[config.mk]
export PLATFORM = sky130hd
export DESIGN_NAME = str_source
export DESIGN_NICKNAME = d
export VERILOG_FILES = /design/src/logic/noc_loopback_pkg.sv /design/src/logic/str_source.sv
export SDC_FILE = /design/constraint.sdc
export NUM_CORES = 1
export LEC_CHECK = 0
export BUFFER_PORTS_ARGS = -buffer_cell sky130_fd_sc_hd__clkbuf_2
export CAP_MARGIN = 0
export CORE_MARGIN = 3
export CORE_UTILIZATION = 40
export DETAILED_ROUTE_END_ITERATION = 10
export PLACE_DENSITY_LB_ADDON = 0.08
export REMOVE_ABC_BUFFERS = 1
export SKIP_LAST_GASP = 1
export SLEW_MARGIN = 30
export SYNTH_ARGS = -nofsm -noshare
export SYNTH_HDL_FRONTEND = slang
export SYNTH_SLANG_ARGS = --single-unit
[constraint.sdc]
create_clock -name i_ce_clk -period 2.9 [get_ports i_ce_clk]
set_input_delay 0.58 -clock i_ce_clk [delete_from_list [all_inputs] [get_ports i_ce_clk]]
set_output_delay 0.58 -clock i_ce_clk [all_outputs]
set_load 0.005 [all_outputs]
[src/logic/noc_loopback_pkg.sv]
package noc_loopback_pkg;

  //////////////////////////////////////////////////////////////////////
  // Packet header, one 64 bit word
  //////////////////////////////////////////////////////////////////////

  typedef struct packed {
    logic [1:0]  pkt_type;
    logic [1:0]  flags;
    logic [11:0] seqnum;
    // Bytes including the header
    logic [15:0] length;
    logic [15:0] src_sid;
    logic [15:0] dst_sid;
  } pkt_hdr_t;

  // Known packet types
  localparam logic [1:0] PKT_DATA = 2'b00;
  localparam logic [1:0] PKT_CMD  = 2'b10;

  //////////////////////////////////////////////////////////////////////
  // Payload side types
  //////////////////////////////////////////////////////////////////////

  // One 32 bit sample, last marks end of packet
  typedef struct packed {
    logic        last;
    logic [31:0] data;
  } sample_t;

  // Settings write, low 40 bits of a command payload word
  typedef struct packed {
    logic [7:0]  addr;
    logic [31:0] data;
  } setting_t;

  // FIFO depths as address widths
  localparam int SAMPLE_FIFO_AW = 10;
  localparam int HDR_FIFO_AW    = 2;

  // Settings bank addresses
  localparam logic [7:0] SR_REPLY_SID = 8'd8;

endpackage

[src/logic/str_source.sv]
module str_source
  import noc_loopback_pkg::*;
(
  input  logic        i_ce_clk,
  input  logic        i_rst_n,
  // Header FIFO read side
  input  pkt_hdr_t    i_hdr,
  input  logic        i_hdr_empty,
  output logic        o_hdr_pop,
  // Sample FIFO read side
  input  sample_t     i_smp,
  input  logic        i_smp_empty,
  output logic        o_smp_pop,
  // Reply SID from the settings bank
  input  logic [15:0] i_reply_sid,
  // Output stream
  output logic [63:0] o_tdata,
  output logic        o_tlast,
  output logic        o_tvalid,
  input  logic        i_tready
);

  typedef enum logic [1:0] {
    S_IDLE,
    S_HDR,
    S_PAY
  } state_t;

  state_t      state;
  logic        tvalid_q;
  logic [63:0] tdata_q;
  logic        tlast_q;
  // Set once the high sample is in place
  logic        half_q;
  logic [11:0] seqnum_q;

  pkt_hdr_t    hdr_out;

  //////////////////////////////////////////////////////////////////////
  // Header rewrite
  //////////////////////////////////////////////////////////////////////

  always_comb begin
    hdr_out          = i_hdr;
    hdr_out.pkt_type = PKT_DATA;
    hdr_out.seqnum   = seqnum_q;
    hdr_out.src_sid  = i_hdr.dst_sid;
    hdr_out.dst_sid  = i_reply_sid;
  end

  assign o_hdr_pop = (state == S_IDLE) && !i_hdr_empty;
  // Samples only drained while the output register is free
  assign o_smp_pop = (state == S_PAY) && !tvalid_q && !i_smp_empty;

  //////////////////////////////////////////////////////////////////////
  // Output state machine
  //////////////////////////////////////////////////////////////////////

  always_ff @(posedge i_ce_clk or negedge i_rst_n) begin
    if (!i_rst_n) begin
      state    <= S_IDLE;
      tvalid_q <= 1'b0;
      half_q   <= 1'b0;
      seqnum_q <= '0;
    end else begin
      case (state)
        S_IDLE: begin
          if (o_hdr_pop) begin
            tvalid_q <= 1'b1;
            seqnum_q <= seqnum_q + 1'b1;
            state    <= S_HDR;
          end
        end
        S_HDR: begin
          if (i_tready) begin
            tvalid_q <= 1'b0;
            half_q   <= 1'b0;
            state    <= S_PAY;
          end
        end
        S_PAY: begin
          if (tvalid_q) begin
            if (i_tready) begin
              tvalid_q <= 1'b0;
              if (tlast_q) begin
                state <= S_IDLE;
              end
            end
          end else if (o_smp_pop) begin
            half_q   <= !half_q;
            tvalid_q <= half_q;
          end
        end
        default: state <= S_IDLE;
      endcase
    end
  end

  // Output word register, high sample then low sample
  always_ff @(posedge i_ce_clk) begin
    if (o_hdr_pop) begin
      tdata_q <= hdr_out;
      tlast_q <= 1'b0;
    end else if (o_smp_pop) begin
      if (!half_q) begin
        tdata_q[63:32] <= i_smp.data;
      end else begin
        tdata_q[31:0] <= i_smp.data;
        tlast_q       <= i_smp.last;
      end
    end
  end

  assign o_tdata  = tdata_q;
  assign o_tlast  = tlast_q;
  assign o_tvalid = tvalid_q;

  a_hold_stalled: assert property (
    @(posedge i_ce_clk) disable iff (!i_rst_n)
    (o_tvalid && !i_tready) |=> o_tvalid && $stable(o_tdata) && $stable(o_tlast)
  );

endmodule

Word level (Yosys, flattened, before mapping)
Index checks and enable logic that the tools add are counted.
W data, S select, Z words.
- add/subtract/negate cells: 1
- eq/ne operators: 10
- muxes and demuxes: 19
- bitwise operators: 1
- reduce and logical (&&, ||, !) cells: 20
- operator list (operator ; count):
    $mux W62 ; 2
    $mux W32 ; 1
    $mux W30 ; 1
    $ne A2 B2 Y1 const B ; 8
    $add A12 B1 Y12 const B ; 1
    $mux W2 ; 5
    $reduce_and A2 Y1 ; 5
    $mux W1 ; 7
    $pmux W2 S3 ; 1
    $reduce_bool A2 Y1 ; 3
    $reduce_and A5 Y1 ; 1
    $logic_not A1 Y1 ; 4
    $reduce_and A4 Y1 ; 1
    $logic_and A1 B1 Y1 ; 3
    $pmux W1 S3 ; 1
    $reduce_and A3 Y1 ; 1
    $reduce_bool A3 Y1 ; 1
    $eq A2 B1 Y1 const B ; 1
    $eq A2 B2 Y1 const B ; 1
    $logic_not A2 Y1 ; 1
    $pmux W1 S2 ; 1
    $not A1 Y1 ; 1
- bits in registers: 81
- input port bits: 118
- output and inout bits: 68
- logic and storage cells: 59

Logic depth before layout (Yosys ltp)
- depth in word-level cells: 6
- depth in mapped cells: 8
- gate-level depth less buffers: 4

Least setup slack after synthesis
Ideal clock, no wire load.
- path type: input-to-reg
- from: in i_smp_empty
- to: reg tdata_q[0] (netlist: o_tdata[0]), enable pin
- setup time: 0.389 ns
- arrival time: 1.961 ns
- required time: 2.511 ns
- slack: 0.550 ns
- stages: 4
- path buffers: 0
- cell sequence: or4b_4 > inv_2 > nand2_1 > nand2_1
- word-level cells in the longest chain between the ends: 4
- ends and longest elaborated chain (what ; RTL line ; RTL):
    start, declared ; str_source.sv:12 ; input logic i_smp_empty,
    $logic_not A1 Y1 ; str_source.sv:53 ; assign o_smp_pop = (state == S_PAY) && !tvalid_q && !i_smp_empty;
    $logic_and A1 B1 Y1 ; str_source.sv:53 ;
    net o_smp_pop ; str_source.sv:13 ; output logic o_smp_pop,
    $reduce_bool A2 Y1 (no source line) ; - ;
    $reduce_and A2 Y1 (no source line) ; - ;
    end signal, assigned ; str_source.sv:102 ; tdata_q <= hdr_out;
    end signal, assigned ; str_source.sv:108 ; tdata_q[31:0] <= i_smp.data;
    end, declared ; str_source.sv:31 ; logic [63:0] tdata_q;
The timed path passes the listed nets, and every way through them passes these cells.
A chain may end at the register's enable or synchronous reset.

Worst setup path in the final report
- from: reg state[0]
- to: out o_hdr_pop
- word-level cells in the longest chain between the ends: 2
- ends and longest elaborated chain (what ; RTL line ; RTL):
    start, declared ; str_source.sv:29 ; state_t state;
    start signal, assigned ; str_source.sv:61 ; state <= S_IDLE;
    start signal, assigned ; str_source.sv:71 ; state <= S_HDR;
    start signal, assigned ; str_source.sv:78 ; state <= S_PAY;
    $logic_not A2 Y1 ; str_source.sv:51 ; assign o_hdr_pop = (state == S_IDLE) && !i_hdr_empty;
    $logic_and A1 B1 Y1 ; str_source.sv:51 ;
    end, declared ; str_source.sv:9 ; output logic o_hdr_pop,
Every way passes these cells.

==> Flow_metrics.wiki <==
{| class="wikitable"
! Metric !! Value
|-
| Cell taking the most area after synthesis || sky130_fd_sc_hd__edfxtp_1
|-
| VDD IR-drop max || 0.431 mV
|-
| Dominant cells by area after synthesis || sky130_fd_sc_hd__edfxtp_1 (55%), sky130_fd_sc_hd__nand2_1 (18%), sky130_fd_sc_hd__dfrtp_1 (12%)
|-
| Critical path type || reg -> out
|-
| Peak Freq || 0.422 GHz
|-
| Placed cell count || 562
|-
| Critical register-to-register path endpoint || o_tdata[1]
|-
| Total wirelength of the detailed-routed design || 7950 um
|-
| Maxcap violations || 0
|-
| Share of the core filled with cells in the final layout || 0.540
|-
| Die Span X || 98.3 um
|-
| Distinct cells, synth || 31
|-
| RePlAce Congestion || 0.777
|-
| Number of warnings reported in the yosys synthesis log || 0
|-
| DR pass1 iterations || 4
|-
| Post-detailed-route wirelength per cell || 13.7 um
|-
| Leak Pwr || 2.17 nW
|-
| Remaining global-route overflow || 0
|-
| Maximum number of pins on one net before global-route repair || 37
|-
| Category of the worst setup path capture point || output port
|-
| Nature of the critical path startpoint || flop
|-
| Number of cells produced by synthesis || 310
|-
| Antenna cells || 0
|-
| Setup Viol. Count Final || 0
|-
| Startpoint of the most critical register-to-register path || state[0]
|-
| Count of boundary I/O pins || 186
|-
| Post-detailed-route via-to-cell ratio || 4.62
|-
| Detail Placement HPWL || 5790 um
|-
| Post-layout minimum cycle time || 2.37 ns
|-
| Largest clock skew in the final design || 0.00866 ns
|-
| Register-to-register setup slack || 0.80 ns
|-
| Area share of the largest cell type after synthesis || 0.546
|-
| Slew at the pin closest to its max-slew limit || 0.654 ns
|-
| Clock tree from TritonCTS || yes
|-
| Final number of hold-violating endpoints || 0
|-
| Number of buffers inserted by hold repair at cts || 0
|-
| Clock buffer count from CTS || 9
|-
| Non-Filler Instances || 578
|-
| Via count of the first global-routing pass || 2599
|-
| Antenna-violating nets left || 0
|-
| Top FF cell, synth || sky130_fd_sc_hd__edfxtp_1
|-
| CTS root buf || sky130_fd_sc_hd__clkbuf_8
|-
| Dominant cell by count in the synthesized netlist || sky130_fd_sc_hd__nand2_1
|-
| Max Transition Viols Final || 0
|-
| Crit path max fanout || 15
|-
| Arrival time worst endpoint || 1.79 ns
|-
| Synth async-reset ratio || 0.198
|-
| Part of the Yosys area used for sequential elements || 0.681
|-
| Placement Setup Slack || 0.646 ns
|-
| Unrepaired setup endpoints after global routing || false
|-
| Post-route design area || 4460 um^2
|-
| Share of post-route cells with drive strength above 1 || 0.383
|-
| Data required time at the worst endpoint || 2.32 ns
|-
| Die Height || 98.3 um
|-
| Post-synth EDFFs || 62
|-
| Clock latency of the later-clocked register in the worst-skew pair || 0.34 ns
|-
| Number of antenna violations at the first check in global routing || 0
|-
| Total negative slack || 0 ns
|-
| Number of H-tree levels || 3
|-
| Clock Pin Slew Worst Setup and Hold Paths || 0.08 ns
|-
| PwrDens || 830 nW/um^2
|-
| Wire length of the first global-routing pass || 12700 um
|-
| DRC errors left || 0
|-
| Starting DRT DRC Count || 84
|-
| Num Clock Sinks || 81
|-
| Placement Cell Area || 4280 um^2
|-
| Count of port buffers added during placement || 155
|-
| Synthesized area per cell || 11.0 um^2
|-
| Number of vias in the routed layout || 2672
|-
| Post-synth design cell area || 3410 um^2
|-
| Number of nets in the layout || 587
|-
| Global routing usage summed across all routing layers || 0.168
|-
| Largest buffer count on any clock path || 2
|-
| Core Footprint || 8260 um^2
|-
| Starting density of the core || 0.413
|-
| Most frequent cells after synthesis || sky130_fd_sc_hd__nand2_1 (166), sky130_fd_sc_hd__edfxtp_1 (62), sky130_fd_sc_hd__dfrtp_1 (16)
|-
| Remaining max-slew budget at the tightest pin || 0.564
|-
| Met1 wire length || 3370 um
|-
| Row cnt || 33
|-
| Overall die area || 9660 um^2
|-
| Cells on worst reg2reg path || 5
|-
| Detailed-routed wire length on met3 || 619 um
|-
| Setup ws final || 0.528 ns
|-
| Total met2 wirelength after detailed routing || 3880 um
|-
| Min-Delay Path Class || in -> async
|-
| Post-CTS Resized || 0
|-
| Outcome || finished, final reports clean
|-
| Post-route fraction of the period consumed by the critical path || 0.818
|-
| Layout-stage area growth over the synthesis result || 30.9%
|-
| Count of buffers added by post-CTS timing repair for setup || 0
|-
| Post-synthesis sequential element count || 81
|-
| Top routing layer in use || met4
|}
## worst max-delay path, stage by stage, from the launching register on
cell	delay, ns
sky130_fd_sc_hd__dfrtp_1	0.49
sky130_fd_sc_hd__or3_1	0.70
sky130_fd_sc_hd__clkinv_2	0.15
sky130_fd_sc_hd__clkbuf_2	0.12
## per-layer routing
layer	vias up	GRT usage
met4	0	0.0630
met5	-	0
li1	1343	-
met2	95	0.278
met1	1226	0.213
met3	8	0.0436
## per-stage QoR
step	power (mW)	hold WS [ns]
2_1_floorplan	2.40	0.284
3_5_place_dp	2.99	0.466
3_3_place_gp	2.97	0.466
4_1_cts	3.77	0.157
5_1_grt	3.96	0.169
6_report	3.70	0.152
## state kept, by name, indices dropped and copies added, names as in the netlist
signal    flops
half_q        1
o_tdata      64
o_tlast       1
o_tvalid      1
seqnum_q     12
state         2
## layout make-up
| class | count | area, um^2 |
|---|---|---|
| timing repair buffer | 160 | 838 |
| multi-input combinational | 213 | 973 |
| sequential | 81 | 2320 |
| clock buffer | 9 | 124 |
| fill | 787 | 3790 |
| tap | 105 | 131 |
| clock inverter | 7 | 61.3 |
| inverter | 3 | 12.5 |
## cell families (layout without fill, tap and decap cells)
logic type	count (synthesis)	count (layout)	share of synthesized area
AO/OA/AOI/OAI	11	11	0.0202
flip-flops	81	81	0.681
XOR/XNOR	11	11	0.0283
AND/OR/NAND/NOR	190	190	0.233
buffers and inverters	16	179	0.0338
adder cells (fa/ha/maj)	1	1	0.00367
## placed cells by master, fill, tap and decap left out, types with 2 or more instances in the layout
cell | Yosys | layout
sky130_fd_sc_hd__a21oi_1 | 3 | 3
sky130_fd_sc_hd__and3_1 | 2 | 2
sky130_fd_sc_hd__and4_1 | 2 | 2
sky130_fd_sc_hd__buf_12 | 0 | 2
sky130_fd_sc_hd__buf_4 | 0 | 3
sky130_fd_sc_hd__clkbuf_2 | 0 | 155
sky130_fd_sc_hd__clkbuf_8 | 0 | 9
sky130_fd_sc_hd__clkinv_2 | 1 | 5
sky130_fd_sc_hd__dfrtp_1 | 16 | 16
sky130_fd_sc_hd__dfxtp_1 | 3 | 3
sky130_fd_sc_hd__edfxtp_1 | 62 | 62
sky130_fd_sc_hd__nand2_1 | 166 | 165
sky130_fd_sc_hd__nand3_1 | 9 | 9
sky130_fd_sc_hd__nand4_1 | 3 | 3
sky130_fd_sc_hd__nor2b_1 | 2 | 2
sky130_fd_sc_hd__o21ai_0 | 4 | 4
sky130_fd_sc_hd__xnor2_1 | 11 | 11
## worst max-delay path by stage
stage | startpoint | end | slack, ns | depth (start not counted)
after floorplan | i_hdr_empty | o_hdr_pop | 0.34 | 2
after global placement | i_hdr_empty | o_tdata[8] | 0.66 | 4
after detailed placement | i_hdr_empty | o_tdata[12] | 0.65 | 4
after CTS | state[0] | o_hdr_pop | 0.48 | 3
after global routing | state[0] | o_hdr_pop | 0.41 | 3
final | state[0] | o_hdr_pop | 0.53 | 3
## power breakdown
part	internal, mW	total, mW	switching, mW
Clock	0.389	0.779	0.390
Combinational	0.427	1.07	0.641
Sequential	1.70	1.86	0.157
No activity file was read; power rests on OpenSTA's default activity.
