===== src/logic/noc_loopback_pkg.sv =====
package noc_loopback_pkg;

  //////////////////////////////////////////////////////////////////////
  // Packet header, one 64 bit word
  //////////////////////////////////////////////////////////////////////

  typedef struct packed {
    logic [1:0]  pkt_type;
    logic [1:0]  flags;
    logic [11:0] seqnum;
    // Bytes including the header
    logic [15:0] length;
    logic [15:0] src_sid;
    logic [15:0] dst_sid;
  } pkt_hdr_t;

  // Known packet types
  localparam logic [1:0] PKT_DATA = 2'b00;
  localparam logic [1:0] PKT_CMD  = 2'b10;

  //////////////////////////////////////////////////////////////////////
  // Payload side types
  //////////////////////////////////////////////////////////////////////

  // One 32 bit sample, last marks end of packet
  typedef struct packed {
    logic        last;
    logic [31:0] data;
  } sample_t;

  // Settings write, low 40 bits of a command payload word
  typedef struct packed {
    logic [7:0]  addr;
    logic [31:0] data;
  } setting_t;

  // FIFO depths as address widths
  localparam int SAMPLE_FIFO_AW = 10;
  localparam int HDR_FIFO_AW    = 2;

  // Settings bank addresses
  localparam logic [7:0] SR_REPLY_SID = 8'd8;

endpackage


===== src/logic/str_sink.sv =====
module str_sink
  import noc_loopback_pkg::*;
(
  input  logic        i_ce_clk,
  input  logic        i_rst_n,
  // Input stream
  input  logic [63:0] i_tdata,
  input  logic        i_tlast,
  input  logic        i_tvalid,
  output logic        o_tready,
  // Sample FIFO write side
  output logic        o_smp_push,
  output sample_t     o_smp,
  input  logic        i_smp_full,
  // Header FIFO write side
  output logic        o_hdr_push,
  output pkt_hdr_t    o_hdr,
  input  logic        i_hdr_full,
  // Settings bank output
  output logic [15:0] o_reply_sid
);

  typedef enum logic [1:0] {
    S_INIT,
    S_HDR,
    S_PAY,
    S_LOW
  } state_t;

  state_t      state;
  logic [1:0]  type_q;
  logic [31:0] low_q;
  logic        last_q;
  logic [15:0] reply_sid_q;

  pkt_hdr_t    hdr_in;
  setting_t    set_in;
  logic        accept;
  logic        is_data;

  assign hdr_in  = pkt_hdr_t'(i_tdata);
  assign set_in  = setting_t'(i_tdata[39:0]);
  assign is_data = (type_q == PKT_DATA);
  assign accept  = i_tvalid && o_tready;

  //////////////////////////////////////////////////////////////////////
  // Flow control and FIFO pushes
  //////////////////////////////////////////////////////////////////////

  always_comb begin
    case (state)
      // Only data headers need room in the header FIFO
      S_HDR:   o_tready = (hdr_in.pkt_type != PKT_DATA) || !i_hdr_full;
      S_PAY:   o_tready = !is_data || !i_smp_full;
      default: o_tready = 1'b0;
    endcase
  end

  assign o_hdr_push = accept && (state == S_HDR) && (hdr_in.pkt_type == PKT_DATA);
  assign o_hdr      = hdr_in;

  // High half goes with the accepted word, low half a cycle later
  always_comb begin
    if (state == S_LOW) begin
      o_smp_push = !i_smp_full;
      o_smp      = '{last: last_q, data: low_q};
    end else begin
      o_smp_push = accept && (state == S_PAY) && is_data;
      o_smp      = '{last: 1'b0, data: i_tdata[63:32]};
    end
  end

  //////////////////////////////////////////////////////////////////////
  // Header/payload state machine
  //////////////////////////////////////////////////////////////////////

  always_ff @(posedge i_ce_clk or negedge i_rst_n) begin
    if (!i_rst_n) begin
      state       <= S_INIT;
      type_q      <= PKT_DATA;
      reply_sid_q <= '0;
    end else begin
      case (state)
        S_INIT: state <= S_HDR;
        S_HDR: begin
          if (accept) begin
            type_q <= hdr_in.pkt_type;
            state  <= S_PAY;
          end
        end
        S_PAY: begin
          if (accept) begin
            if (is_data) begin
              state <= S_LOW;
            end else if (i_tlast) begin
              state <= S_HDR;
            end
            // Settings write lands on the accepting edge
            if (type_q == PKT_CMD && set_in.addr == SR_REPLY_SID) begin
              reply_sid_q <= set_in.data[15:0];
            end
          end
        end
        S_LOW: begin
          if (o_smp_push) begin
            state <= last_q ? S_HDR : S_PAY;
          end
        end
        default: state <= S_HDR;
      endcase
    end
  end

  // Low half kept while the high half goes out
  always_ff @(posedge i_ce_clk) begin
    if (accept && state == S_PAY && is_data) begin
      low_q  <= i_tdata[31:0];
      last_q <= i_tlast;
    end
  end

  assign o_reply_sid = reply_sid_q;

  a_smp_push_room: assert property (
    @(posedge i_ce_clk) disable iff (!i_rst_n)
    o_smp_push |-> !i_smp_full
  );

  // A packet always carries at least one payload word
  a_no_tlast_on_hdr: assert property (
    @(posedge i_ce_clk) disable iff (!i_rst_n)
    (accept && state == S_HDR) |-> !i_tlast
  );

endmodule


===== config.mk =====
export PLATFORM = sky130hd
export DESIGN_NAME = str_sink
export DESIGN_NICKNAME = d
export VERILOG_FILES = /design/src/logic/noc_loopback_pkg.sv /design/src/logic/str_sink.sv
export SDC_FILE = /design/constraint.sdc
export NUM_CORES = 1
export LEC_CHECK = 0
export ABC_AREA = 1
export BUFFER_PORTS_ARGS = -buffer_cell sky130_fd_sc_hd__buf_2
export CAP_MARGIN = 20
export CORE_UTILIZATION = 26
export CTS_BUF_LIST = sky130_fd_sc_hd__clkbuf_8
export CTS_CLUSTER_DIAMETER = 60
export DETAILED_ROUTE_END_ITERATION = 6
export GPL_TIMING_DRIVEN = 0
export PLACE_DENSITY = 0.56
export RECOVER_POWER = 50
export SYNTH_ARGS = -nofsm -noshare
export SYNTH_HDL_FRONTEND = slang
export SYNTH_SLANG_ARGS = --single-unit

===== constraint.sdc =====
create_clock -name i_ce_clk -period 4 [get_ports i_ce_clk]
set_clock_uncertainty 0.15 [all_clocks]
set_input_delay 0.8 -clock i_ce_clk [delete_from_list [all_inputs] [get_ports i_ce_clk]]
set_output_delay 0.8 -clock i_ce_clk [all_outputs]
set_load 0.05 [all_outputs]

# == After elaboration in Yosys (flattened, before gate mapping) ==
# Cells that the tools add are included.
# totals
reg_bits,53
latchBits,0
mem_bits_ro,0
wordCells,42
inputBits,70
ramBits,0
mem_count,0
# op_classes
div,0
n_shift,0
addsub,0
n_bitwise,0
reduce_logical,18
eq_ne,9
multipliers,0
n_lt_le_gt_ge,0
n_mux,10
# ops
cell,n
$mux 33,1
$mux 2,6
$eq 8x4->1 const B,1
$pmux 2 s4,1
$eq 2x2->1 const B,3
$logic_and 1x1->1,6
$logic_not 2->1,3
$ne 2x2->1 const B,3
$reduce_and 4->1,1
$logic_not 1->1,3
$ne 3x3->1 const B,1
$reduce_and 3->1,1
$eq 2x1->1 const B,1
$logic_or 1x1->1,2
$pmux 1 s2,1
$reduce_and 2->1,1
$reduce_bool 2->1,1
$mux 1,1

# == Logic depth before layout (Yosys ltp) ==
# depth
depth_word,10
mapped_depth,10

# == Worst setup path after synthesis ==
# No wires, ideal clock.
# synth_timing
path_kind,input port to output port
start,input port i_tdata[63]
end,output port o_smp_push
t_arrival_ps,3358
n_path_buf,1
slack_ps,-308
stages,9
cell_sequence,nor2_1 nand2_1 nand2_1 nand2_1 nand3_2 buf_6 nor2_1 nand2_1 o21ai_0
# synth_between
elab_chain_cells,7
# synth_rtl
element,line_no,rtl
start: declaration,str_sink.sv:7,"input logic [63:0] i_tdata,"
$reduce_bool 2->1,str_sink.sv:53,S_HDR: o_tready = (hdr_in.pkt_type != PKT_DATA) || !i_hdr_full;
$logic_or 1x1->1,str_sink.sv:53,
$pmux 1 s2,str_sink.sv:51,case (state)
$logic_and 1x1->1,str_sink.sv:44,assign accept = i_tvalid && o_tready;
$logic_and 1x1->1 (2 in a row),str_sink.sv:68,o_smp_push = accept && (state == S_PAY) && is_data;
$mux 1,str_sink.sv:64,if (state == S_LOW) begin
end: declaration,str_sink.sv:12,"output logic o_smp_push,"
# No other way between the ends.

# == Worst setup path after layout ==
# layout_timing
start,register state[0]
end,output port o_smp_push
# layout_between
elab_chain_cells,6
elab_cells_between_ends,8
classes_between,eq/ne (3); mux (2); reduce/logical (3)
# layout_rtl
element,line_no,rtl
start: declaration,str_sink.sv:30,state_t state;
start signal: assignment,str_sink.sv:106,state <= last_q ? S_HDR : S_PAY;
$eq 2x2->1 or $eq 2x1->1 (tied branches),"str_sink.sv:51, str_sink.sv:68",
$pmux 1 s2,str_sink.sv:51,
$logic_and 1x1->1,str_sink.sv:44,
$logic_and 1x1->1 (2 in a row),str_sink.sv:68,
$mux 1 (*),str_sink.sv:64,
# Every way passes the cells marked *; elsewhere a longest branch is shown, timed or not.

==> flow_summary.html <==
<table>
<tr><th>Metric</th><th>Value</th></tr>
<tr><th colspan="2">Finish</th></tr>
<tr><td>Count of inserted antenna diode cells</td><td>0</td></tr>
<tr><td>Commonest non-fill, non-tap cells in the layout</td><td>142 x nand2_1, 112 x buf_2, 82 x clkbuf_1</td></tr>
<tr><td>Core utilization of the finished layout</td><td>37.1%</td></tr>
<tr><td>Number of nets in the finished design</td><td>roughly 600</td></tr>
<tr><td>Proportion of layout cells with a drive suffix above 1</td><td>36.6%</td></tr>
<tr><td>Post-route cell area</td><td>~4000 um2</td></tr>
<tr><td>Most frequent standard cell in the layout excluding fill and tap cells</td><td>nand2_1</td></tr>
<tr><td>Post-synthesis to final-layout area growth</td><td>38.9%</td></tr>
<tr><th colspan="2">Worst setup path</th></tr>
<tr><td>Worst setup path class</td><td>register to output port</td></tr>
<tr><td>Max FO, Critical Path</td><td>22</td></tr>
<tr><td>Cell repeated most along the worst path</td><td>nand2_1</td></tr>
<tr><td>Setup slack, reg-to-reg</td><td>~1.3 ns</td></tr>
<tr><td>Reg-to-reg startpoint</td><td>state[0]</td></tr>
<tr><td>Worst reg-to-reg path cell count</td><td>9</td></tr>
<tr><td>CP Data Required Time</td><td>roughly 3.1 ns</td></tr>
<tr><td>Reg-to-reg endpoint</td><td>o_reply_sid[13]</td></tr>
<tr><td>Endpoint arrival time on the critical path</td><td>2.58 ns</td></tr>
<tr><td>CP Launch Type</td><td>register</td></tr>
<tr><td>Slowest stage cell on the critical path</td><td>dfrtp_1</td></tr>
<tr><td>Max incr delay on CP</td><td>0.43 ns</td></tr>
<tr><td>Worst path cell trace</td><td>inv_1 -&gt; ha_1 -&gt; nand2_1 -&gt; nand2_1 -&gt; nand3_1 -&gt; buf_6 -&gt; nor2_4 -&gt; buf_16 -&gt; nand2_1 -&gt; o21ai_0 -&gt; buf_2</td></tr>
<tr><td>Category of the worst setup path capture point</td><td>output port</td></tr>
<tr><th colspan="2">Logic synthesis</th></tr>
<tr><td>Post-synth net total</td><td>402</td></tr>
<tr><td>Post-synthesis mux area share</td><td>0%</td></tr>
<tr><td>Xor/xnor share of the synthesized area</td><td>0%</td></tr>
<tr><td>Avg Cell Area, Syn</td><td>8.86 um2</td></tr>
<tr><td>Mapped cell area</td><td>2910 um2</td></tr>
<tr><td>Unique masters post-synth</td><td>20</td></tr>
<tr><td>Yosys reg bits</td><td>between 50 and 60</td></tr>
<tr><td>Largest family of logic cells by synthesized area</td><td>simple AND/OR/NAND/NOR gates</td></tr>
<tr><td>Synth Area in Simple Gates</td><td>between 20% and 30%</td></tr>
<tr><td>Sequential share of the synthesized area</td><td>51.3%</td></tr>
<tr><td>Synthesized netlist cell count</td><td>328</td></tr>
<tr><td>Post-synthesis share of cell area spent on full adders, half adders and majority gates</td><td>1.72%</td></tr>
<tr><td>Compound-gate portion of the synthesized area</td><td>5.04%</td></tr>
<tr><td>Count of yosys warnings during synthesis</td><td>0</td></tr>
<tr><th colspan="2">STA</th></tr>
<tr><td>Number of setup violations in the final report</td><td>0</td></tr>
<tr><td>Pins Over Slew Limit</td><td>0</td></tr>
<tr><td>Final period util</td><td>88.2%</td></tr>
<tr><td>Slew @ Worst Pin</td><td>1.21 ns</td></tr>
<tr><td>Maximum frequency from static timing analysis</td><td>0.283 GHz</td></tr>
<tr><td>Setup repair after global routing missed its margin</td><td>no</td></tr>
<tr><td>Max-Slew Margin vs Limit</td><td>between 10% and 20%</td></tr>
<tr><td>Fin crit period</td><td>3.53 ns</td></tr>
<tr><td>Hold Vio Cnt, Final</td><td>0</td></tr>
<tr><th colspan="2">Floorplan</th></tr>
<tr><td>Row cnt</td><td>38</td></tr>
<tr><td>I/O pins</td><td>186</td></tr>
<tr><td>Die ar.</td><td>approximately 12000 um2</td></tr>
<tr><td>Area of the core</td><td>10900 um2</td></tr>
<tr><td>Die height</td><td>108 um</td></tr>
<tr><td>Starting Density</td><td>26.7%</td></tr>
<tr><td>Die outline width</td><td>108 um</td></tr>
<tr><th colspan="2">Routing</th></tr>
<tr><td>Final antenna-violating net count</td><td>0</td></tr>
<tr><td>Number of remaining DRC errors</td><td>0</td></tr>
<tr><td>Detailed Route WL</td><td>7.75 mm</td></tr>
<tr><td>Vias post-DR</td><td>2671</td></tr>
<tr><td>Routed via count divided by cell count</td><td>slightly above 4</td></tr>
<tr><td>DRC violation total after the first TritonRoute iteration</td><td>between 60 and 70</td></tr>
<tr><td>Mean routed wirelength per cell</td><td>11.7 um</td></tr>
<tr><td>Detailed Routing Iterations Pass 1</td><td>4</td></tr>
<tr><th colspan="2">Place</th></tr>
<tr><td>Hpwl dp</td><td>6.18 mm</td></tr>
<tr><td>Placement Cell Area</td><td>about 4000 um2</td></tr>
<tr><td>Number of I/O port buffers</td><td>around 190</td></tr>
<tr><td>Global placement routability congestion</td><td>0.727</td></tr>
<tr><th colspan="2">GRT</th></tr>
<tr><td>Number of global-route vias before repair</td><td>2446</td></tr>
<tr><td>Global-route congestion overflow total</td><td>0</td></tr>
<tr><td>First-pass GRT wire length</td><td>11.6 mm</td></tr>
<tr><td>Number of antenna violations at the first check in global routing</td><td>0</td></tr>
<tr><td>Largest net degree at the start of global routing</td><td>23</td></tr>
<tr><td>Total routing resource utilization after global routing</td><td>12.9%</td></tr>
<tr><th colspan="2">Power</th></tr>
<tr><td>Total power of the final layout</td><td>2.11 mW</td></tr>
<tr><td>Power per cell area</td><td>521 nW/um2</td></tr>
<tr><td>Worst supply voltage drop on vdd</td><td>0.224 mV</td></tr>
<tr><td>Leakage power</td><td>just over 2 nW</td></tr>
<tr><th colspan="2">CTS</th></tr>
<tr><td>CTS Hold Buffers Added</td><td>0</td></tr>
<tr><td>Worst-path clk slew</td><td>between 0.1 and 0.15 ns</td></tr>
<tr><td>Total CTS buffers</td><td>5</td></tr>
<tr><td>Maximum level of the CTS H-tree</td><td>2</td></tr>
<tr><td>Clock Path Buffers</td><td>2</td></tr>
<tr><td>CTS tree</td><td>done</td></tr>
<tr><td>Number of buffers added for setup after CTS</td><td>0</td></tr>
<tr><td>Insertion delay to the later sink of the worst-skew pair</td><td>0.30 ns</td></tr>
<tr><td>Post-CTS resize count</td><td>0</td></tr>
<tr><td>Library cell used as clock root buffer</td><td>clkbuf_8</td></tr>
<tr><td>Sink count of the clock tree</td><td>53</td></tr>
<tr><th colspan="2">Flow run</th></tr>
<tr><td>Max Cap Violations</td><td>0</td></tr>
<tr><th colspan="2">Hold path</th></tr>
<tr><td>Hold Path Sink</td><td>o_reply_sid[0]</td></tr>
<tr><td>Worst min path class</td><td>register to register</td></tr>
<tr><td>Worst Hold Depth</td><td>2</td></tr>
<tr><td>Worst hold start</td><td>o_reply_sid[0]</td></tr>
<tr><th colspan="2">Status</th></tr>
<tr><td>Result of the run</td><td>finished clean</td></tr>
</table>
[cells in the mapped netlist (all sizes together)]
| master | count | area (um2) |
|---|---|---|
| a21oi | 1 | 5.00 |
| clkbuf | 9 | 35.0 |
| dfrtp | 20 | 500 |
| inv | 11 | 41.3 |
| nand3 | 4 | 30.0 |
| nor2 | 7 | 41.3 |
| nor3 | 4 | 35.0 |
| o21ai | 25 | 125 |
| nand2 | 142 | 533 |
| a211o | 1 | 8.76 |
| buf | 66 | 503 |
| edfxtp | 33 | 991 |
| a21boi | 1 | 7.51 |
| ha | 4 | 50.1 |
[layout make-up]
class | count | area, um2
clock buffers | 5 | 68.8
fillers | 1178 | 6850
clock inverters | 3 | 47.5
inverters | 11 | 41.3
well taps | 140 | 175
plain buffers | 75 | 531
repair buffers | 186 | 862
multi-input cells | 189 | 821
flip-flops and latches | 53 | 1490
[per-stage QoR]
step | cells | setup WS [ns] | hold slack [ns] | setup TNS (ns)
after global placement | 653 | -0.289 | 0.326 | -0.289
after detailed placement | 654 | 0.475 | 0.333 | 0
final | 662 | 0.472 | 0.362 | 0
after global routing | 662 | 0.226 | 0.386 | 0
after floorplan | 328 | 0.263 | 0.344 | 0
after CTS | 662 | 0.378 | 0.308 | 0
[worst max-delay path by stage]
stage | from | end | slack, ns | cells after the start
detailed placement | i_tdata[62] | o_smp_push | 0.47 | 12
global route | state[0] | o_smp_push | 0.23 | 11
floorplan | i_tdata[63] | o_smp_push | 0.26 | 9
CTS | state[0] | o_smp_push | 0.38 | 11
finish | state[0] | o_smp_push | 0.47 | 11
global placement | i_tdata[62] | o_smp_push | -0.29 | 11
[logic make-up after synthesis]
logic type / Yosys count
and+or+nand+nor: 157
adders and majority gates: 4
DFF: 53
AOI/OAI and AO/OA: 28
buffers and inverters: 86
[critical path, delay by kind of cell, from the launching register on]
kind                     cells  cell delay (ns)
buffers and inverters        4             0.85
AND/OR/NAND/NOR              5             0.72
flip-flops                   1             0.43
adder cells (fa/ha/maj)      1             0.21
AO/OA/AOI/OAI                1             0.07
[registers in the layout (all words and copies together) (netlist names)]
signal / count
o_reply_sid: 16
last_q: 1
type_q: 2
low_q: 32
state: 2
[routing by layer]
layer  vias up  part of all wire [%]  global-route usage, %
met3         5                   5.2                   2.97
li1       1357                     -                      -
met4         0                  0.66                   2.94
met5         -                     0                      0
met2        85                    52                   23.8
met1      1224                    42                   15.0
[power by group]
group          internal (mW)  switching (mW)
clock network          0.191           0.193
registers              0.613          0.0216
logic                  0.258           0.828
total                   1.06            1.04
Power figures use the tool's default switching activity.
