$ cat src/logic/sample_fifo.sv
module sample_fifo #(
  parameter type T  = logic [31:0],
  parameter int  AW = 4
) (
  input  logic i_ce_clk,
  input  logic i_rst_n,
  // Write side
  input  logic i_push,
  input  T     i_data,
  output logic o_full,
  // Read side
  input  logic i_pop,
  output T     o_data,
  output logic o_empty
);

  localparam int DEPTH = 2 ** AW;

  // Entry storage
  T mem [DEPTH];

  // Pointers carry one extra wrap bit
  logic [AW:0] wr_ptr;
  logic [AW:0] rd_ptr;

  //////////////////////////////////////////////////////////////////////
  // Pointers and storage
  //////////////////////////////////////////////////////////////////////

  always_ff @(posedge i_ce_clk or negedge i_rst_n) begin
    if (!i_rst_n) begin
      wr_ptr <= '0;
      rd_ptr <= '0;
    end else begin
      if (i_push) begin
        wr_ptr <= wr_ptr + 1'b1;
      end
      if (i_pop) begin
        rd_ptr <= rd_ptr + 1'b1;
      end
    end
  end

  always_ff @(posedge i_ce_clk) begin
    if (i_push) begin
      mem[wr_ptr[AW-1:0]] <= i_data;
    end
  end

  // Same index, different lap means full
  assign o_full  = (wr_ptr[AW] != rd_ptr[AW]) &&
                   (wr_ptr[AW-1:0] == rd_ptr[AW-1:0]);
  assign o_empty = (wr_ptr == rd_ptr);

  // Head entry read straight out of the array
  assign o_data  = mem[rd_ptr[AW-1:0]];

  //////////////////////////////////////////////////////////////////////
  // Checks on the writer and reader
  //////////////////////////////////////////////////////////////////////

  a_no_push_full: assert property (
    @(posedge i_ce_clk) disable iff (!i_rst_n)
    i_push |-> !o_full
  );

  a_no_pop_empty: assert property (
    @(posedge i_ce_clk) disable iff (!i_rst_n)
    i_pop |-> !o_empty
  );

endmodule

$ cat config.mk
export PLATFORM = sky130hd
export DESIGN_NAME = sample_fifo
export DESIGN_NICKNAME = d
export VERILOG_FILES = /design/src/logic/sample_fifo.sv
export SDC_FILE = /design/constraint.sdc
export NUM_CORES = 1
export LEC_CHECK = 0
export BUFFER_PORTS_ARGS = -buffer_cell sky130_fd_sc_hd__buf_4
export CORE_UTILIZATION = 49
export CTS_CLUSTER_SIZE = 14
export DETAILED_ROUTE_END_ITERATION = 8
export PLACE_DENSITY = 0.64
export SYNTH_ARGS = -nofsm -noshare
export SYNTH_HDL_FRONTEND = slang
export SYNTH_SLANG_ARGS = --single-unit
$ cat constraint.sdc
create_clock -name i_ce_clk -period 7.84 [get_ports i_ce_clk]
set_clock_uncertainty 0.15 [all_clocks]
set_input_delay 1.568 -clock i_ce_clk [delete_from_list [all_inputs] [get_ports i_ce_clk]]
set_output_delay 1.568 -clock i_ce_clk [all_outputs]
set_load 0.01 [all_outputs]
# Word level (Yosys, flattened, before mapping)
# Memory sizes are Yosys's and may differ from the RTL's.
# Index checks and enable logic that the tools add are counted.
[classes]
n_addsub = 2
multipliers = 0
n_div = 0
order_cmp = 0
eq_ne = 3
n_shift = 0
n_mux = 2
n_bitwise = 0
n_reduce_logical = 1
[ops]
columns = ["operator", "count"]
rows = [
  ["adder 5 x 1 -> 5 bit (second input constant)", 2],
  ["equality test 5 bit", 1],
  ["equality test 4 bit", 1],
  ["2-to-1 mux 1 bit", 2],
  ["logical AND 1 bit", 1],
  ["!= test 1 bit", 1],
]
[word_totals]
register_bits = 10
latchBits = 0
ram_bits = 512
rom_bits = 0
input_bits = 36
out_inout_bits = 34
word_cells = 11
mem_count = 1
[memory_table]
columns = ["memory", "words", "word_bits", "rd", "rd_ports_with_merged_regs", "wr", "line_no", "text"]
rows = [
  ["mem", 16, 32, 1, 0, 1, "20", "T mem [DEPTH];"],
]

# Depth between registers and ports, before layout
# Gate-level depths: netlist of the first run.
[logic_depth]
depth_word = 2
mapped_depth = 7
ltp_nobuf = 4

# Least setup slack after synthesis of the first run
# Ideal clock, no wire load.
[synth_timing]
path_kind = "input -> register"
from = "in i_push"
to = "mem mem[10][0] in the netlist's numbering (enable)"
setup_time_ns = 0.461
arrival_ns = 4.126
required_time_ns = 7.229
slack_ns = 3.103
path_stages = 3
path_buffers = 1
cell_sequence = "clkbuf_1 > nand2_1 > nor3_1"
[synth_via]
elab_chain_len = 2
[synth_rtl]
columns = ["element", "line_no", "text"]
rows = [
  ["start, declared", "8", "input logic i_push,"],
  ["2-to-1 mux 1 bit", "45", "if (i_push) begin"],
  ["2-to-1 mux 1 bit (not written as such)", "46", "mem[wr_ptr[AW-1:0]] <= i_data;"],
  ["end, declared", "20", ""],
]
# No other way between the ends.

==> key figures, run 1 <==
Pwr
  • Int Power: 5800 uW
  • Sw Share: 29.0%
  • Power density over the cells: 365 mW/mm^2
  • Register share of total power: 43.3%
  • P_leak: 0.00710 uW
  • Sw power: 2370 uW
  • Comb pwr share: 27.6%
  • Total chip power: 8170 uW
  • Clock power share: 29.1%
  • Max VDD drop: 0.284 mV

Global route
  • Largest net degree at the start of global routing: 103
  • GRT Resource Usage Total: 20.0%
  • Initial antenna violation count: 1
  • First-pass GRT wire length: 59,400 um
  • Vias in the first global route: 9,395
  • Overflow after GRT: 0

Die
  • Starting Density: 49.7%
  • Core region area: 0.0397 sq mm
  • Die width: 203 um
  • Die area: 0.0411 sq mm
  • Rows: 73
  • I/O pin total: 70
  • Die Y-Extent: 203 um

Timing
  • Slew @ Worst Pin: 1190 ps
  • Setup violators final: 0
  • Achievable clock frequency: 195 MHz
  • Final worst setup slack: 2710 ps
  • Fin crit period: 5130 ps
  • RSZ-0062 raised after global routing: no
  • Total negative slack: 0 ps
  • Slew headroom: 20.5%
  • Tcrit/Tclk final: 65.4%
  • Hold Vio Cnt, Final: 0
  • Final Slew Violations: 0

Finish
  • FILL cells: 2,923
  • Commonest non-fill, non-tap cells in the layout: edfxtp_1 (512), mux4_2 (128), buf_4 (83), o22ai_1 (64), clkbuf_16 (53)
  • Share of layout cells above drive strength 1: 31.0%
  • Area growth syn-to-layout: 13.5%
  • Core Util, Final: 56.4%
  • Ant. Diodes: 0
  • Commonest non-fill, non-tap cell in the layout: edfxtp_1
  • Non-filler cells, final: 1,509
  • Final nets: 984

Synthesis
  • Distinct cell type count after synthesis: 25
  • Syn Nets: 894
  • Largest cells by area after synthesis: edfxtp_1 (78%), mux4_2 (15%), o22ai_1 (2.0%)
  • Area leader, netlist: edfxtp_1
  • Gate Count Post-Synth: 853
  • Synth Warn #: 0
  • Synth top area share: 77.9%
  • Avg Cell Area, Syn: 23.1 sq um
  • Mapped cell area: 0.0197 sq mm
  • Seq/Total Area, Yosys: 79.1%
  • Synth Register Bits: 522

Run
  • Max-cap violations: 0

Clock tree
  • CTS resizes: 0
  • H-Tree Depth: 2
  • Cts-stage hold buffer count: 0
  • CTS tree: done
  • CTS sink count: 522
  • Clk Latency, worst-skew pair: 580 ps
  • Cts bufs inserted: 52
  • Clk buf depth: 3
  • Post-CTS Setup Bufs: 0
  • Clock root buffer: clkbuf_16
  • Clk pin slew, worst setup/hold paths: 60 ps

Place
  • Setup WS pre-CTS: 3320 ps
  • RePlAce Congestion: 0.694
  • Placed cell count: 1,414
  • Port bufs: 69
  • Final HPWL DP: 19,700 um

Outcome
  • Outcome: completed

Route
  • Wire length per cell: 26.3 um
  • First-pass DRT Iterations: 5
  • DR vias/cell: 5.87
  • DR vias: 8,853
  • Final wirelength: 39,600 um
  • Initial DRC Count: 738
  • DRC viols: 0
  • Antenna Violating Nets Remaining: 0

Worst setup path
  • Worst EP required: 6120 ps
  • Crit end category: primary output
  • Worst path arrival time: 3410 ps
  • Crit-path max FO: 38
  • Worst Setup Path Type: reg -> out
  • Startpoint Class: flop

Hold path
  • Hold Path Class: reg -> reg
registers in the layout (all words and copies together) (netlist names):
register / count
rd_ptr: 5
wr_ptr: 5
mem: 512
area by class of cell:
cell class | instances | area [sq um] | area share (%)
multi-input combinational | 280 | 3840 | 17.1
sequential | 522 | 15600 | 69.8
timing repair buffer | 84 | 643 | 2.87
clock buffer | 67 | 1380 | 6.16
inverter | 3 | 11.3 | 0.0503
clock inverter | 28 | 236 | 1.06
tap | 525 | 657 | 2.93
logic make-up (layout without fill, tap and decap cells):
group / after synthesis / in the layout / synth area share (%)
buf+inv: 51 / 182 / 1.65
compound gates: 65 / 65 / 2.05
mux: 129 / 129 / 14.7
fa+ha+maj: 5 / 5 / 0.317
xor+xnor: 13 / 13 / 0.577
simple gates: 68 / 68 / 1.59
flops: 522 / 522 / 79.1
path summary, 6_finish.rpt:
kind | start | endpoint | slack (ps) | cells after the start
setup / recovery | rd_ptr[0] | o_data[29] | 2710 | 5
hold / removal | wr_ptr[4] | wr_ptr[4] | 350 | 1
setup reg to reg | wr_ptr[0] | mem[14][12] | 5420 | 5
hold reg to reg | wr_ptr[4] | wr_ptr[4] | 350 | 1
max in group asynchronous | i_rst_n | rd_ptr[0] | 6720 | 1
min in group asynchronous | i_rst_n | rd_ptr[4] | 650 | 1
power by group through the flow:
| stage | Clock, uW | Sequential, uW | Combinational [uW] |
|---|---|---|---|
| detailed placement | 0 | 3600 | 2300 |
| global route | 2520 | 3570 | 2440 |
| floorplan | 0 | 3460 | 1670 |
| CTS | 2420 | 3540 | 2310 |
| finish | 2380 | 3540 | 2250 |
| global placement | 0 | 3590 | 2290 |
metrics by stage:
stage	cell area [sq um]	hold WS (ps)
after floorplan	19700	312
after global placement	20800	328
after detailed placement	20800	341
after CTS	22400	350
after global routing	22400	359
final	22400	350
critical path, stage by stage (launching register included):
cell	delay (ps)
dfrtp_4	870
buf_4	750
mux4_2	590
o22ai_1	320
nor2_1	120
buf_4	170
cells in the mapped netlist:
master and instances:
buf_2 21, buf_4 2, mux4_2 128, nand2b_1 2
ha_1 5, and3_1 5, nor3_1 2, edfxtp_1 512
o21ai_0 1, or2_2 1, nand2_1 6, mux2_2 1
clkbuf_1 15, inv_1 3, xnor2_1 10, xor2_1 3
nor2_1 37, nand4_1 4, dfrtp_1 10, nor2b_1 1
buf_12 3, nand3_1 1, and2_1 9, buf_6 7
o22ai_1 64
routing by layer:
| layer | wire (um) | track usage [%] | up-vias |
|---|---|---|---|
| met4 | 627 | 5.99 | 2 |
| met3 | 2230 | 3.69 | 49 |
| met1 | 17300 | 28.7 | 4771 |
| met5 | 17 | 0 | - |
| li1 | - | - | 3792 |
| met2 | 19500 | 31.8 | 239 |
(Power assumes the default switching activity.)
==> run 2, diff against run 1 <==
==> constraint.sdc (replaced) <==
create_clock -name i_ce_clk -period 5.4 [get_ports i_ce_clk]
set_clock_uncertainty 0.15 [all_clocks]
set_input_delay 1.08 -clock i_ce_clk [delete_from_list [all_inputs] [get_ports i_ce_clk]]
set_output_delay 1.08 -clock i_ce_clk [all_outputs]
set_load 0.01 [all_outputs]
==> run 2 against run 1 <==
Hold slack worse by 170 ps. Critical path depth unchanged. Combinational power up 46%. Critical path type unchanged. Critical endpoint is now o_data[13].
==> key figures, run 2 (same netlist as run 1, synthesis figures left out) <==
Worst setup path
  • Worst path max stage delay: 810 ps
  • Slowest cell on the critical path: dfrtp_4
  • Worst Setup SP: rd_ptr[0]
  • CP Buf/Inv Count: 2
  • Top cell by count, worst path: buf_4
  • Cell family with most CP delay: simple AND/OR/NAND/NOR gates
  • Critical Path, Cell by Cell: nand2b_2, buf_4, o22ai_1, nor2_1, buf_4
  • Crit-path max FO: 30
  • Worst Setup Path Type: reg -> out
  • R2R Setup Slk: 2640 ps
  • Worst path arrival time: 2930 ps
  • Worst EP required: 4170 ps
  • Worst r2r src: wr_ptr[0]
  • Startpoint Class: flop
  • Crit end category: primary output

Timing
  • Hold slack: 180 ps
  • Final Slew Violations: 0
  • Slew headroom: 19.1%
  • Setup violators final: 0
  • Total negative slack: 0 ps
  • RSZ-0062 raised after global routing: no
  • Hold Vio Cnt, Final: 0
  • Achievable clock frequency: 241 MHz
  • Tcrit/Tclk final: 77.0%
  • Slew @ Worst Pin: 1210 ps
  • Fin crit period: 4160 ps

Finish
  • Non-filler cells, final: 1,508
  • Ant. Diodes: 0
  • Final nets: 987
  • Max FFs per register: 512
  • Share of layout cells above drive strength 1: 30.5%
  • Final Instance Area: 0.0224 sq mm
  • Commonest non-fill, non-tap cell in the layout: edfxtp_1
  • FILL cells: 2,941
  • Commonest non-fill, non-tap cells in the layout: edfxtp_1 (512), mux4_2 (128), buf_4 (85), o22ai_1 (64), clkbuf_16 (53)
  • Area growth syn-to-layout: 13.4%

Route
  • DR vias/cell: 5.85
  • Top Metal Used: met4
  • WL met2: 18,900 um
  • Routed length on met3: 2140 um
  • DR vias: 8,826
  • DRC viols: 0
  • First-pass DRT Iterations: 5
  • Initial DRC Count: 780
  • Met1 wire length: 17,400 um
  • Wire length per cell: 25.9 um
  • Final wirelength: 39,100 um
  • Antenna Violating Nets Remaining: 0

Place
  • Final HPWL DP: 20,800 um
  • RePlAce Congestion: 0.692
  • Area after DPL: 0.0208 sq mm
  • Placed cell count: 1,417
  • Port bufs: 69

Outcome
  • Outcome: completed

Pwr
  • Power density over the cells: 525 mW/mm^2
  • P_leak: 0.00707 uW
  • Max VDD drop: 0.409 mV
  • Total chip power: 11,800 uW

Die
  • Die area: 0.0411 sq mm
  • Rows: 73
  • Starting Density: 49.7%
  • Die width: 203 um
  • I/O pin total: 70
  • Core region area: 0.0397 sq mm
  • Die Y-Extent: 203 um

Global route
  • Largest net degree at the start of global routing: 73
  • Initial antenna violation count: 0
  • GRT Resource Usage Total: 19.8%
  • First-pass GRT wire length: 58,800 um
  • Vias in the first global route: 9,278
  • Overflow after GRT: 0

Clock tree
  • Clk Latency, worst-skew pair: 570 ps
  • Clk pin slew, worst setup/hold paths: 60 ps
  • Clk buf depth: 3
  • CTS resizes: 0
  • Post-CTS Setup Bufs: 0
  • CTS sink count: 522
  • H-Tree Depth: 2
  • CTS tree: done
  • Cts-stage hold buffer count: 0
  • Clock root buffer: clkbuf_16
  • Cts bufs inserted: 52

Hold path
  • Hold Path Class: in -> async

Run
  • Max-cap violations: 0
==> run 2: worst paths after layout <==
path | to | depth (start not counted)
worst max-delay path | o_data[13] | 5
worst min-delay path | wr_ptr[4] | 1
worst max register to register | mem[10][14] | 5
worst min register to register | wr_ptr[4] | 1
max in group asynchronous | rd_ptr[2] | 1
min in group i_ce_clk | wr_ptr[4] | 1
==> run 2: worst reg2reg max path, cell delays in order, from the launching register on <==
cell and delay [ps]:
dfrtp_1 460, inv_1 120, ha_1 190, nand2_1 100, nor3_2 910, buf_4 480
==> run 2: per-layer routing <==
layer | vias up | GRT usage [%]
met5 | - | 0
met3 | 51 | 3.68
li1 | 3800 | -
met4 | 0 | 4.83
met1 | 4724 | 29.3
met2 | 251 | 30.9
==> run 2: cell type report <==
| cell class | count | area [sq um] | share of cell area (%) |
|---|---|---|---|
| clock inverter | 23 | 178 | 0.794 |
| inverter | 3 | 11.3 | 0.0503 |
| timing repair buffer | 87 | 678 | 3.03 |
| multi-input combinational | 280 | 3840 | 17.1 |
| tap | 525 | 657 | 2.94 |
| clock buffer | 68 | 1380 | 6.18 |
| sequential | 522 | 15600 | 69.9 |
==> run 2: per-stage QoR <==
step           worst slack, ps  util [%]
2_1_floorplan             1150         -
3_3_place_gp              1760      52.4
3_5_place_dp              1760      52.4
4_1_cts                   1120      56.3
5_1_grt                   1000      56.3
6_report                  1240      56.3
==> run 2: where the power goes <==
part | total, uW | internal [uW] | switching (uW)
sequential | 5140 | 4880 | 259
clock | 3330 | 1930 | 1410
combinational | 3280 | 1570 | 1710
==> run 3, diff against run 2 <==
==> constraint.sdc (replaced) <==
create_clock -name i_ce_clk -period 4.2 [get_ports i_ce_clk]
set_clock_uncertainty 0.15 [all_clocks]
set_input_delay 0.84 -clock i_ce_clk [delete_from_list [all_inputs] [get_ports i_ce_clk]]
set_output_delay 0.84 -clock i_ce_clk [all_outputs]
set_load 0.01 [all_outputs]
==> run 3 against run 2 <==
Global-route usage is 1.0 points higher. Register-to-register slack worse by 900 ps. Hold slack better by 140 ps. Sequential share of layout area is 0.70 points lower. Design area is 1.0% higher. Sequential cell count stayed put. Setup slack worse by 770 ps. Core utilization is 0.57 points higher. Die area stayed put. Sequential power is 28% higher. Via count is 2.2% higher. Clock-buffer cell count is 3 lower.
==> key figures, run 3 (same netlist as run 1, synthesis figures left out) <==
Outcome
  • Outcome: completed

Clock tree
  • Clk pin slew, worst setup/hold paths: 60 ps
  • Cts bufs inserted: 52
  • Clock root buffer: clkbuf_16
  • Clk Latency, worst-skew pair: 580 ps
  • CTS tree: done
  • CTS sink count: 522
  • Clk buf depth: 3
  • H-Tree Depth: 2

Run
  • Max-cap violations: 0

Die
  • Rows: 73
  • Die area: 0.0411 sq mm
  • Die width: 203 um
  • I/O pin total: 70
  • Starting Density: 49.7%
  • Die Y-Extent: 203 um
  • Core region area: 0.0397 sq mm

Worst setup path
  • Critical Path, Cell by Cell: buf_12, mux4_2, o22ai_1, nor2_1, buf_4
  • Worst EP required: 3210 ps
  • Crit end category: primary output
  • CP Buf/Inv Count: 2
  • Crit-path max FO: 34
  • Cell family with most CP delay: flip-flops
  • Slowest cell on the critical path: dfrtp_4
  • Worst Setup Path Type: reg -> out
  • Startpoint Class: flop
  • Worst path arrival time: 2730 ps
  • Worst path max stage delay: 720 ps

Finish
  • FILL cells: 2,921
  • Core Util, Final: 56.9%
  • Max FFs per register: 512
  • Area growth syn-to-layout: 14.5%
  • Seq. cell area: 0.0156 sq mm
  • Ant. Diodes: 0
  • Share of layout cells above drive strength 1: 32.6%
  • Commonest non-fill, non-tap cell in the layout: edfxtp_1
  • Final nets: 1,008
  • Area of the multi-input gates: 0.00384 sq mm
  • Commonest non-fill, non-tap cells in the layout: edfxtp_1 (512), mux4_2 (128), buf_4 (102), o22ai_1 (64), clkbuf_16 (53)

Route
  • First-pass DRT Iterations: 7
  • DR vias/cell: 5.89
  • DRC viols: 0
  • DR vias: 9,024
  • Initial DRC Count: 729
  • Wire length per cell: 26.9 um
  • Final wirelength: 41,200 um
  • Antenna Violating Nets Remaining: 0

Timing
  • Tcrit/Tclk final: 88.6%
  • Achievable clock frequency: 269 MHz
  • Hold Vio Cnt, Final: 0
  • Slew headroom: 35.3%
  • Final worst setup slack: 477 ps
  • Hold slack: 320 ps
  • Total negative slack: 0 ps
  • Final Slew Violations: 0
  • Slew @ Worst Pin: 971 ps
  • Setup violators final: 0
  • RSZ-0062 raised after global routing: no
  • Fin crit period: 3720 ps

Global route
  • Vias in the first global route: 9,463
  • Overflow after GRT: 0
  • GRT Resource Usage Total: 20.8%
  • Largest net degree at the start of global routing: 46
  • Initial antenna violation count: 0
  • First-pass GRT wire length: 61,400 um

Place
  • Final HPWL DP: 22,800 um
  • Port bufs: 69
  • Setup WS pre-CTS: 1030 ps
  • RePlAce Congestion: 0.725

Pwr
  • Power density over the cells: 681 mW/mm^2
  • P_leak: 0.00722 uW
  • Max VDD drop: 0.372 mV

Hold path
  • Hold Path Class: in -> reg
==> run 3: cell types whose count changed in the layout (fill, tap and decap cells not counted), sizes merged <==
cell,change
inv,+2
clkinvlp,+1
clkbuf,-3
dlygate4sd3,+1
clkinv,+2
buf,+20
==> run 3: through the flow <==
stage,instances,power (uW),instance area [sq um]
6_report,1531,15400,22600
5_1_grt,1531,16000,22600
4_1_cts,1531,15600,22600
3_5_place_dp,1437,11200,21000
3_3_place_gp,1437,11200,21000
2_1_floorplan,853,9580,19700
==> run 3: repair_timing <==
action                    CTS  global route
hold endpoints to repair   10             0
hold buffers                1             0
resized for setup           0             0
buffers inserted            0             0
==> run 3: routing by layer <==
metal	vias up	global-route usage (%)	share of wire, %
met3	46	4.35	6.2
met1	4854	30.2	44
met2	271	32.7	49
li1	3853	-	-
met4	0	5.18	1.6
met5	-	0	0
==> run 3: worst reg2reg max path, stage by stage (launching register included) <==
cell     delay, ps
dfrtp_1        500
inv_1          200
and3_1         210
and2_2         800
buf_4          310
==> run 3: report_power, final <==
part / internal, uW / switching (uW)
Sequential: 6270 / 299
Clock: 2490 / 1860
Combinational: 2130 / 2340
==> run 3: path summary, 6_finish.rpt <==
kind / startpoint / end / slack, ps / depth (start not counted)
max in group asynchronous: i_rst_n / rd_ptr[0] / 3270 / 2
worst min-delay path: i_pop / rd_ptr[0] / 320 / 2
worst min register to register: wr_ptr[4] / wr_ptr[4] / 330 / 1
min in group asynchronous: i_rst_n / rd_ptr[4] / 460 / 2
worst max-delay path: rd_ptr[1] / o_data[6] / 480 / 5
worst max register to register: wr_ptr[3] / mem[4][15] / 1740 / 4
==> run 3: cell type report <==
cell class,instances,share of cell area [%]
multi-input combinational,280,17.0
clock buffer,65,6.07
tap,525,2.91
clock inverter,28,0.958
sequential,522,69.2
inverter,3,0.0498
timing repair buffer,108,3.87
